**config.mk**
```make
export PLATFORM = sky130hd
export DESIGN_NAME = id_ex_core
export DESIGN_NICKNAME = d
export VERILOG_FILES = /design/src/common/mips_pkg.sv /design/src/decode/control_decoder.sv /design/src/decode/reg_file.sv /design/src/verilog/id_ex_reg.sv /design/src/execute/alu.sv /design/src/execute/ex_stage.sv /design/src/verilog/id_ex_core.sv
export SDC_FILE = /design/constraint.sdc
export NUM_CORES = 2
export LEC_CHECK = 0
export ABC_AREA = 1
export BUFFER_PORTS_ARGS = -buffer_cell sky130_fd_sc_hd__buf_2
export CORE_MARGIN = 2
export CORE_UTILIZATION = 25
export CTS_CLUSTER_SIZE = 14
export DETAILED_ROUTE_END_ITERATION = 8
export PLACE_DENSITY = 0.37
export SLEW_MARGIN = 5
export SYNTH_ARGS = -nofsm -noshare
export SYNTH_HDL_FRONTEND = slang
export SYNTH_SLANG_ARGS = --single-unit
```
**constraint.sdc**
```tcl
create_clock -name clk -period 4.4 [get_ports clk]
set_clock_uncertainty 0.2 [all_clocks]
set_input_delay 0.88 -clock clk [delete_from_list [all_inputs] [get_ports clk]]
set_output_delay 0.88 -clock clk [all_outputs]
set_load 0.005 [all_outputs]
```
**src/common/mips_pkg.sv**
```systemverilog
`default_nettype none

package mips_pkg;

	// R-type view of an instruction word
	typedef struct packed {
		logic [5:0] opcode;
		logic [4:0] rs;
		logic [4:0] rt;
		logic [4:0] rd;
		logic [4:0] shamt;
		logic [5:0] funct;
	} r_fields_t;

	// I-type view, shared by lw, sw and addi
	typedef struct packed {
		logic [5:0]  opcode;
		logic [4:0]  rs;
		logic [4:0]  rt;
		logic [15:0] imm;
	} i_fields_t;

	// both views overlay the same 32 bits, so opcode, rs and rt line up
	typedef union packed {
		r_fields_t r;
		i_fields_t i;
	} instr_u;

	// opcodes
	localparam logic [5:0] OP_RTYPE = 6'b000000;
	localparam logic [5:0] OP_LW    = 6'b100011;
	localparam logic [5:0] OP_SW    = 6'b101011;
	localparam logic [5:0] OP_ADDI  = 6'b001000;

	// funct values of the supported R-type ops
	localparam logic [5:0] FN_ADD = 6'b100000;
	localparam logic [5:0] FN_SUB = 6'b100010;
	localparam logic [5:0] FN_AND = 6'b100100;
	localparam logic [5:0] FN_OR  = 6'b100101;
	localparam logic [5:0] FN_NOR = 6'b100111;
	localparam logic [5:0] FN_SLT = 6'b101010;

	// ALUOp from the main decoder
	// 00 forces an add for address and immediate arithmetic
	localparam logic [1:0] ALUOP_ADD   = 2'b00;
	localparam logic [1:0] ALUOP_FUNCT = 2'b10;

	// operation codes seen by the ALU
	localparam logic [3:0] ALU_AND = 4'b0000;
	localparam logic [3:0] ALU_OR  = 4'b0001;
	localparam logic [3:0] ALU_ADD = 4'b0010;
	localparam logic [3:0] ALU_SUB = 4'b0110;
	localparam logic [3:0] ALU_SLT = 4'b0111;
	localparam logic [3:0] ALU_NOR = 4'b1100;

endpackage

`default_nettype wire

```
**src/decode/control_decoder.sv**
```systemverilog
`timescale 1ns/1ps
`default_nettype none

module control_decoder (
	input  logic [5:0] opcode,
	output logic       reg_write,
	output logic       mem_to_reg,
	output logic       mem_read,
	output logic       mem_write,
	output logic       alu_src,
	output logic       reg_dst,
	output logic [1:0] alu_op
);
	import mips_pkg::*;

	always_comb begin
		// unknown opcodes fall through as a bubble
		reg_write  = 1'b0;
		mem_to_reg = 1'b0;
		mem_read   = 1'b0;
		mem_write  = 1'b0;
		alu_src    = 1'b0;
		reg_dst    = 1'b0;
		alu_op     = ALUOP_ADD;

		case (opcode)
			OP_RTYPE: begin
				reg_write = 1'b1;
				reg_dst   = 1'b1;
				alu_op    = ALUOP_FUNCT;
			end
			OP_LW: begin
				reg_write  = 1'b1;
				mem_to_reg = 1'b1;
				mem_read   = 1'b1;
				alu_src    = 1'b1;
				alu_op     = ALUOP_ADD;
			end
			OP_SW: begin
				mem_write = 1'b1;
				alu_src   = 1'b1;
				alu_op    = ALUOP_ADD;
			end
			OP_ADDI: begin
				reg_write = 1'b1;
				alu_src   = 1'b1;
				alu_op    = ALUOP_ADD;
			end
			default: begin
				reg_write = 1'b0;
			end
		endcase
	end

endmodule

`default_nettype wire

```
**src/decode/reg_file.sv**
```systemverilog
`timescale 1ns/1ps
`default_nettype none

module reg_file (
	input  logic        clk,
	input  logic        rst,
	input  logic [4:0]  rs_addr,
	input  logic [4:0]  rt_addr,
	output logic [31:0] rs_data,
	output logic [31:0] rt_data,
	input  logic        wr_en,
	input  logic [4:0]  wr_addr,
	input  logic [31:0] wr_data
);

	// register zero has no storage
	logic [31:0] regs [31:1];

	always_ff @(posedge clk) begin
		if (rst) begin
			for (int i = 1; i < 32; i++) begin
				regs[i] <= 32'd0;
			end
		end
		else if (wr_en && wr_addr != 5'd0) begin
			regs[wr_addr] <= wr_data;
		end
	end

	// no bypass, a write shows up only after the edge that performs it
	always_comb begin
		if (rs_addr == 5'd0) begin
			rs_data = 32'd0;
		end
		else begin
			rs_data = regs[rs_addr];
		end

		if (rt_addr == 5'd0) begin
			rt_data = 32'd0;
		end
		else begin
			rt_data = regs[rt_addr];
		end
	end

endmodule

`default_nettype wire

```
**src/verilog/id_ex_reg.sv**
```systemverilog
`timescale 1ns/1ps
`default_nettype none

module id_ex_reg (
	input  logic        clk,
	input  logic        rst,
	input  logic        hold,
	input  logic [1:0]  wb_in,
	input  logic [1:0]  m_in,
	input  logic [3:0]  ex_in,
	input  logic [31:0] rs_data_in,
	input  logic [31:0] rt_data_in,
	input  logic [31:0] imm_ext_in,
	input  logic [4:0]  rt_in,
	input  logic [4:0]  rd_in,
	input  logic [5:0]  funct_in,
	output logic        reg_write,
	output logic        mem_to_reg,
	output logic        mem_read,
	output logic        mem_write,
	output logic        alu_src,
	output logic        reg_dst,
	output logic [1:0]  alu_op,
	output logic [31:0] rs_data,
	output logic [31:0] rt_data,
	output logic [31:0] imm_ext,
	output logic [4:0]  rt,
	output logic [4:0]  rd,
	output logic [5:0]  funct
);

	always_ff @(posedge clk) begin
		if (rst) begin
			reg_write  <= 1'b0;
			mem_to_reg <= 1'b0;
			mem_read   <= 1'b0;
			mem_write  <= 1'b0;
			alu_src    <= 1'b0;
			reg_dst    <= 1'b0;
			alu_op     <= 2'b00;
			rs_data    <= 32'd0;
			rt_data    <= 32'd0;
			imm_ext    <= 32'd0;
			rt         <= 5'd0;
			rd         <= 5'd0;
			funct      <= 6'd0;
		end
		else if (!hold) begin
			// wb is {reg_write, mem_to_reg}, m is {mem_read, mem_write}
			reg_write  <= wb_in[1];
			mem_to_reg <= wb_in[0];
			mem_read   <= m_in[1];
			mem_write  <= m_in[0];

			// ex is {reg_dst, alu_op, alu_src}
			alu_src    <= ex_in[0];
			alu_op     <= ex_in[2:1];
			reg_dst    <= ex_in[3];

			rs_data    <= rs_data_in;
			rt_data    <= rt_data_in;
			imm_ext    <= imm_ext_in;
			rt         <= rt_in;
			rd         <= rd_in;
			funct      <= funct_in;
		end
	end

endmodule

`default_nettype wire

```
**src/execute/alu.sv**
```systemverilog
`timescale 1ns/1ps
`default_nettype none

module alu (
	input  logic [3:0]  alu_ctrl,
	input  logic [31:0] a,
	input  logic [31:0] b,
	output logic [31:0] result,
	output logic        zero
);
	import mips_pkg::*;

	always_comb begin
		case (alu_ctrl)
			ALU_AND: begin
				result = a & b;
			end
			ALU_OR: begin
				result = a | b;
			end
			ALU_ADD: begin
				result = a + b;
			end
			ALU_SUB: begin
				result = a - b;
			end
			ALU_SLT: begin
				// signed compare, the result is 0 or 1
				result = {31'd0, $signed(a) < $signed(b)};
			end
			ALU_NOR: begin
				result = ~(a | b);
			end
			default: begin
				result = 32'd0;
			end
		endcase
	end

	assign zero = (result == 32'd0);

endmodule

`default_nettype wire

```
**src/execute/ex_stage.sv**
```systemverilog
`timescale 1ns/1ps
`default_nettype none

module ex_stage (
	input  logic [1:0]  alu_op,
	input  logic [5:0]  funct,
	input  logic        alu_src,
	input  logic        reg_dst,
	input  logic [31:0] rs_data,
	input  logic [31:0] rt_data,
	input  logic [31:0] imm_ext,
	input  logic [4:0]  rt,
	input  logic [4:0]  rd,
	output logic [31:0] alu_result,
	output logic        zero,
	output logic [4:0]  dest_reg
);
	import mips_pkg::*;

	logic [3:0]  alu_ctrl;
	logic [31:0] operand_b;

	// ALU control from ALUOp and funct
	always_comb begin
		alu_ctrl = ALU_ADD;
		if (alu_op == ALUOP_FUNCT) begin
			case (funct)
				FN_ADD: alu_ctrl = ALU_ADD;
				FN_SUB: alu_ctrl = ALU_SUB;
				FN_AND: alu_ctrl = ALU_AND;
				FN_OR: alu_ctrl = ALU_OR;
				FN_SLT: alu_ctrl = ALU_SLT;
				FN_NOR: alu_ctrl = ALU_NOR;
				default: alu_ctrl = ALU_ADD;
			endcase
		end
	end

	// immediates feed the second operand for lw, sw and addi
	assign operand_b = alu_src ? imm_ext : rt_data;

	// R-type writes rd, I-type writes rt
	assign dest_reg = reg_dst ? rd : rt;

	alu i_alu (
		.alu_ctrl (alu_ctrl),
		.a        (rs_data),
		.b        (operand_b),
		.result   (alu_result),
		.zero     (zero)
	);

endmodule

`default_nettype wire

```
**src/verilog/id_ex_core.sv**
```systemverilog
`timescale 1ns/1ps
`default_nettype none

module id_ex_core (
	input  logic            clk,
	input  logic            rst,
	input  logic            hold,
	input  mips_pkg::instr_u instr,
	input  logic            wr_en,
	input  logic [4:0]      wr_addr,
	input  logic [31:0]     wr_data,
	output logic [31:0]     alu_result,
	output logic [31:0]     store_data,
	output logic            zero,
	output logic [4:0]      dest_reg,
	output logic            reg_write,
	output logic            mem_to_reg,
	output logic            mem_read,
	output logic            mem_write
);

	logic        dec_reg_write;
	logic        dec_mem_to_reg;
	logic        dec_mem_read;
	logic        dec_mem_write;
	logic        dec_alu_src;
	logic        dec_reg_dst;
	logic [1:0]  dec_alu_op;
	logic [1:0]  wb_ctrl;
	logic [1:0]  m_ctrl;
	logic [3:0]  ex_ctrl;
	logic [31:0] rs_data;
	logic [31:0] rt_data;
	logic [31:0] imm_ext;

	logic        ex_alu_src;
	logic        ex_reg_dst;
	logic [1:0]  ex_alu_op;
	logic [31:0] ex_rs_data;
	logic [31:0] ex_rt_data;
	logic [31:0] ex_imm_ext;
	logic [4:0]  ex_rt;
	logic [4:0]  ex_rd;
	logic [5:0]  ex_funct;

	control_decoder i_control_decoder (
		.opcode     (instr.r.opcode),
		.reg_write  (dec_reg_write),
		.mem_to_reg (dec_mem_to_reg),
		.mem_read   (dec_mem_read),
		.mem_write  (dec_mem_write),
		.alu_src    (dec_alu_src),
		.reg_dst    (dec_reg_dst),
		.alu_op     (dec_alu_op)
	);

	assign wb_ctrl = {dec_reg_write, dec_mem_to_reg};
	assign m_ctrl  = {dec_mem_read, dec_mem_write};
	assign ex_ctrl = {dec_reg_dst, dec_alu_op, dec_alu_src};

	reg_file i_reg_file (
		.clk     (clk),
		.rst     (rst),
		.rs_addr (instr.r.rs),
		.rt_addr (instr.r.rt),
		.rs_data (rs_data),
		.rt_data (rt_data),
		.wr_en   (wr_en),
		.wr_addr (wr_addr),
		.wr_data (wr_data)
	);

	assign imm_ext = {{16{instr.i.imm[15]}}, instr.i.imm};

	id_ex_reg i_id_ex_reg (
		.clk        (clk),
		.rst        (rst),
		.hold       (hold),
		.wb_in      (wb_ctrl),
		.m_in       (m_ctrl),
		.ex_in      (ex_ctrl),
		.rs_data_in (rs_data),
		.rt_data_in (rt_data),
		.imm_ext_in (imm_ext),
		.rt_in      (instr.r.rt),
		.rd_in      (instr.r.rd),
		.funct_in   (instr.r.funct),
		.reg_write  (reg_write),
		.mem_to_reg (mem_to_reg),
		.mem_read   (mem_read),
		.mem_write  (mem_write),
		.alu_src    (ex_alu_src),
		.reg_dst    (ex_reg_dst),
		.alu_op     (ex_alu_op),
		.rs_data    (ex_rs_data),
		.rt_data    (ex_rt_data),
		.imm_ext    (ex_imm_ext),
		.rt         (ex_rt),
		.rd         (ex_rd),
		.funct      (ex_funct)
	);

	// sw stores the registered rt value
	assign store_data = ex_rt_data;

	ex_stage i_ex_stage (
		.alu_op     (ex_alu_op),
		.funct      (ex_funct),
		.alu_src    (ex_alu_src),
		.reg_dst    (ex_reg_dst),
		.rs_data    (ex_rs_data),
		.rt_data    (ex_rt_data),
		.imm_ext    (ex_imm_ext),
		.rt         (ex_rt),
		.rd         (ex_rd),
		.alu_result (alu_result),
		.zero       (zero),
		.dest_reg   (dest_reg)
	);

endmodule

`default_nettype wire

```
# After elaboration in Yosys (flattened, before gate mapping)
# Memory sizes are Yosys's and may differ from the RTL's.
# Index checks and enable logic that the tools add are counted.
# op_classes
bitwise_logic	3
order_cmp	1
addsub	2
muxes	21
n_eq_ne	14
n_reduce_logical	10
shift	0
multipliers	0
div_mod_pow	0
# ops
operator	n
32-bit case mux with 6 select lines	1
32-bit two-way mux	4
6-bit == test (second input constant)	7
32-bit adder	1
32-bit bitwise AND	1
32-bit logical NOT	1
32-bit < comparator	1
32-bit inverter	1
32-bit bitwise OR	1
32-bit OR reduction	1
32-bit subtractor	1
4-bit case mux with 5 select lines	1
1-bit two-way mux	11
5-bit logical NOT	2
5-bit two-way mux	2
4-bit by 3-bit == test with 1-bit output (second input constant)	2
6-bit by 4-bit == test with 1-bit output (second input constant)	1
6-bit logical NOT	1
3-bit OR reduction	2
5-bit nonzero test	1
4-bit by 1-bit == test with 1-bit output (second input constant)	1
4-bit by 2-bit == test with 1-bit output (second input constant)	1
4-bit == test (second input constant)	1
4-bit logical NOT	1
other kinds (4)	4
# totals
inputBits	73
romBits	0
latchBits	0
ramBits	992
reg_bits	103
output_inout_bits	74
memories	1
# memory_table
memory	depth	width	rd	rd_ports_with_merged_regs	write_ports	line_no	rtl
i_reg_file.regs	31	32	2	0	31	reg_file.sv:17	logic [31:0] regs [31:1];

# Depth between registers and ports, before layout
# logic_depth
depth_word	7
depth_mapped	24
mapped_depth_nobuf	23

# Cells and area by module
# A second synthesis with hierarchy kept.
# hier_totals
cells_unflattened	9465
hier_area_um2	69196.4
# modules_own_cells
mod	area_per_inst_um2	cells_per_inst	n_inst	seq_area_each_um2
reg_file	56573.0	7253	1	30749.5
alu	6837.8	1361	1	0.0
id_ex_reg	4944.7	761	1	2402.3
ex_stage	699.4	62	1	0.0
control_decoder	141.4	28	1	0.0

# Least setup slack after synthesis
# Ideal clock, no wire load.
# synth_path
path_kind	reg2out
from	register i_id_ex_reg.alu_src
to	output zero
slack_ns	0.512
arrival_ns	2.808
stages_incl_launch_ff	24
cell_sequence	dfxtp_1 inv_1 clkbuf_1 buf_1 a21oi_1 ha_1 buf_4 nor2_2 inv_2 nor2_2 inv_2 nor2_1 nand2_1 inv_1 nand2_1 inv_1 nor2_1 nor2_1 nor2_1 nor2_1 nand2_1 nor2_1 nand3_1 nor2_1
# synth_between
elab_chain_cells	5
word_cells_on_any_way	9
cone_classes	2 x add/sub; 1 x order compare; 2 x mux; 3 x bitwise; 1 x reduce/logical
# synth_rtl
item	line_no	rtl
start: declaration	id_ex_reg.sv:21	output logic alu_src,
start signal: assignment	id_ex_reg.sv:56	alu_src <= ex_in[0];
32-bit two-way mux *	ex_stage.sv:40	assign operand_b = alu_src ? imm_ext : rt_data;
parallel branches: the longest is 2 deep, another holds 32-bit subtractor	-	
32-bit case mux with 6 select lines *	alu.sv:14	case (alu_ctrl)
32-bit logical NOT *	alu.sv:40	assign zero = (result == 32'd0);
end: declaration	id_ex_core.sv:14	output logic zero,
# Every way passes the cells marked *.

# Final worst setup path
# layout_path
from	register i_id_ex_reg.alu_src
to	output alu_result[20]
# layout_between
elab_chain_cells	4
word_cells_on_any_way	7
cone_classes	2 x add/sub; 2 x mux; 3 x bitwise
# layout_rtl
item	line_no	rtl
32-bit two-way mux *	ex_stage.sv:40	
parallel branches: the longest is 2 deep, another holds 32-bit subtractor	-	
32-bit case mux with 6 select lines *	alu.sv:14	
end: declaration	id_ex_core.sv:12	output logic [31:0] alu_result,
# Marked as above.

==> results_tabular.tex <==
\begin{tabular}{lr}
\hline
Metric & Value \\
\hline
\multicolumn{2}{l}{\textbf{Layout}} \\
\quad Proportion of layout cells with a drive suffix above 1 & 0.183 \\
\quad Non-filler cells, final & around 12000 \\
\quad Largest Register & i\_reg\_file.regs \\
\quad Registers with the most flip-flops & i\_reg\_file.regs: 1024 flops, i\_id\_ex\_reg.rs\_data: 32 flops, i\_id\_ex\_reg.rt\_data: 32 flops \\
\quad Flip-flop count of the largest register after layout & 1024 \\
\quad Area growth from synthesis to final layout & 23.1\% \\
\quad Final layout net count & around 8300 \\
\quad Share of the core filled with cells in the final layout & 0.310 \\
\quad Number of filler instances in the final layout & 26600 \\
\multicolumn{2}{l}{\textbf{Timing}} \\
\quad Final setup margin & -470 ps \\
\quad Minimum clock period & 4870 ps \\
\quad Final hold slack & 75.0 ps \\
\quad Fin. Hold Viols & 0 \\
\quad Max Clk Rate & slightly above 0.2 GHz \\
\quad Total Neg Setup Slack & -4170 ps \\
\quad Unrepaired setup endpoints after global routing & yes \\
\quad Final setup violation count & 18 \\
\quad Pin slew with the least headroom to its limit & 1190 ps \\
\quad Relative slew margins & 0.204 \\
\quad Post-route fraction of the period consumed by the critical path & 1.11 \\
\quad Final Max Tran Viols & 0 \\
\multicolumn{2}{l}{\textbf{Power}} \\
\quad Leakage & about 30 nW \\
\quad Power density normalized to cell area & around 380 nW/um\^{}2 \\
\quad Max VDD drop & 0.000353 V \\
\multicolumn{2}{l}{\textbf{Place}} \\
\quad DP Cell Count & 11300 \\
\quad HPWL after detailed placement & 213000 microns \\
\quad RD Place Congestion & 0.891 \\
\quad Buffers added on ports & 146 \\
\multicolumn{2}{l}{\textbf{Synth}} \\
\quad Sequential fraction of the synthesis area & 0.508 \\
\quad Synthesis warning total & 0 \\
\quad Total of flip-flops plus latches after synthesis & 1114 \\
\quad Synthesized instance count & 7888 \\
\quad Avg Synthesized Cell Area & 8.12 sq um \\
\quad Cell variety after synth & 46 \\
\quad Netlist Area Pre-Place & 64000 sq um \\
\multicolumn{2}{l}{\textbf{Detailed routing}} \\
\quad WL per Instance & $\sim$28 microns \\
\quad Routed WL & about 320000 microns \\
\quad Per-cell via count in the routed design & about 5.2 \\
\quad Highest routing layer actually used & met5 \\
\quad Number of DRC violations after detailed routing & 0 \\
\quad Count of antenna-violating nets left after detailed routing & 0 \\
\quad Detail Route met3 WL & approximately 22000 microns \\
\quad Routed length on met2 & roughly 150000 microns \\
\quad Number of design-rule violations left by the first detailed-router iteration & between 6000 and 7000 \\
\quad WL met1 & 143000 microns \\
\quad Total number of vias & 60700 \\
\quad TritonRoute pass-1 iters & 6 \\
\multicolumn{2}{l}{\textbf{Global routing}} \\
\quad Antenna violations before repair & 31 \\
\quad GRT Resource Usage Total & 0.240 \\
\quad Vias in the first global route & 58000 \\
\quad GR Overflow Total & 0 \\
\quad Maximum number of pins on one net before global-route repair & 102 \\
\quad Global-route wire length before repair & 448000 microns \\
\multicolumn{2}{l}{\textbf{Clock tree}} \\
\quad Library cell used as clock root buffer & clkbuf\_16 \\
\quad TritonCTS clock tree & built \\
\quad Clock slew seen by the registers of the worst setup and hold paths & 60 ps \\
\quad Number of sinks handled by clock tree synthesis & 1114 \\
\quad Clock network latency to the later pin of the worst-skew pair & 820 ps \\
\quad Number of buffers added to fix hold violations after cts & 0 \\
\quad H-tree depth & 4 \\
\quad Buffer levels on the longest clock path & 3 \\
\quad Total CTS buffers & 145 \\
\multicolumn{2}{l}{\textbf{Run}} \\
\quad Maxcap violations & 0 \\
\multicolumn{2}{l}{\textbf{Worst setup path}} \\
\quad Critical path endpoint category & output port \\
\quad Signal arrival time at the worst endpoint & 3790 ps \\
\quad Path type of the worst setup path & reg -> out \\
\quad Crit path launch type & flop \\
\quad Worst endpoint required time & between 3000 and 4000 ps \\
\quad Max Fanout on Critical Path & 7 \\
\multicolumn{2}{l}{\textbf{Worst hold path}} \\
\quad Path category of the worst min-delay check & in -> reg \\
\multicolumn{2}{l}{\textbf{Outcome}} \\
\quad Violations in the final reports & setup timing \\
\quad Status & finished, violations left \\
\multicolumn{2}{l}{\textbf{Die}} \\
\quad Initial Util & 0.252 \\
\quad I/O pin count & 147 \\
\quad DIE AREA & 260000 sq um \\
\quad Area of the core region & 254000 sq um \\
\quad Die extent in y & 510 microns \\
\quad Number of core rows & about 190 \\
\quad Die extent in x & a little over 500 microns \\
\hline
\end{tabular}
-- cell type report --
type / count / area [sq um] / share of cell area
clock inverters: 71 / 561 / 0.00711
inverters: 434 / 1690 / 0.0214
diodes: 3 / 7.51 / 0.0000952
clock buffers: 185 / 3900 / 0.0495
repair buffers: 751 / 6640 / 0.0842
well taps: 3366 / 4210 / 0.0534
flip-flops and latches: 1114 / 32600 / 0.413
multi-input cells: 5699 / 29300 / 0.371
-- cells by family after synthesis --
group                      count (synthesis)  synth area share
adders and majority gates                102            0.0202
DFF                                     1114             0.508
other                                      1         0.0000586
buffers and inverters                   1106            0.0714
xor gates and xnor gates                  11           0.00150
and+or+nand+nor                         3276             0.200
muxes                                    120            0.0188
AOI/OAI and AO/OA                       2158             0.180
-- Yosys cell counts (all sizes together) --
cell	count	area (sq um)
o21bai	44	330
clkinv	5	18.8
nand4	22	150
a21oi	405	2060
o31ai	1	7.51
conb	1	3.75
clkbuf	413	1560
mux2i	120	1200
xor2	11	96.3
dfxtp	90	1800
ha	100	1250
or2	10	62.6
a221oi	1	8.76
o21ai	1243	6220
nor3	77	390
nand3	121	626
fa	2	40.0
nor4	1	6.26
buf	259	1380
and2	4	25.0
a31oi	1	6.26
o22ai	461	2880
inv	429	1610
edfxtp	1024	30700
nor2	2112	8000
a211oi	1	7.51
and3	2	12.5
nand2	927	3520
a21o	1	7.51
-- per-layer routing --
| metal | track usage | vias up |
|---|---|---|
| met2 | 0.387 | 2526 |
| met5 | 0 | - |
| li1 | - | 27400 |
| met3 | 0.0357 | 477 |
| met4 | 0.0636 | 8 |
| met1 | 0.333 | 30400 |
-- placed cells by master (no fill, tap or decap), types with 63 or more instances in the layout --
cell type | Yosys | final
nand2_2 | 6 | 179
clkbuf_16 | 0 | 147
buf_4 | 34 | 477
buf_2 | 203 | 131
inv_1 | 411 | 356
nand2_1 | 918 | 721
nor2_1 | 2090 | 2015
nand3_1 | 117 | 79
edfxtp_1 | 1024 | 1024
o22ai_1 | 461 | 461
nor3_1 | 76 | 71
a21oi_1 | 397 | 355
dfxtp_1 | 90 | 89
o21ai_0 | 1187 | 1167
buf_12 | 0 | 86
inv_2 | 17 | 63
mux2i_1 | 120 | 120
-- worst max-delay path, cell delays in order, from the launching register on --
cell and delay, ps:
dfxtp_4 370, buf_6 130, nand2_8 80, clkinv_8 80, buf_12 150, buf_8 130
a21oi_4 160, buf_6 130, inv_2 50, ha_4 160, nand2_2 60, nand2_2 60
a21oi_2 140, buf_4 130, nand2_2 60, buf_4 130, inv_1 60, nand3_1 70
nand2_1 60, nand3_1 70, nand2_2 120, nor2_4 50, buf_4 130, buf_4 120
buf_4 130, inv_1 40, buf_2 90
-- repair_timing --
action | 4_1_cts | 5_1_grt
pin swaps | 43 | 126
setup buffers | 15 | 29
gates resized for setup | 314 | 325
cloned | 1 | 0
setup endpoints to repair | 29 | 29
-- power by group --
group | internal, mW | switching [mW]
registers | 12.2 | 0.343
clock network | 6.55 | 4.95
logic | 2.07 | 4.09
-- final timing paths --
check        cells past startpoint                      to  slack (ps)             startpoint
min                              1  i_reg_file.regs[0][30]          70            wr_data[30]
max                             26          alu_result[20]        -470    i_id_ex_reg.alu_src
max reg2reg                     10  i_id_ex_reg.rt_data[9]        1710  i_reg_file.regs[0][9]
min reg2reg                      2    i_id_ex_reg.funct[4]         280   i_id_ex_reg.funct[4]
-- through the flow --
stage          setup WS, ps  cell area (sq um)  power, mW
4_1_cts                -582              77500       30.0
5_1_grt                -650              78800       31.3
2_1_floorplan           512              64200       15.4
6_report               -470              78800       30.2
3_3_place_gp           -538              71700       18.1
3_5_place_dp           -468              71700       18.1
Note: power is estimated with default switching activity, not from simulation.
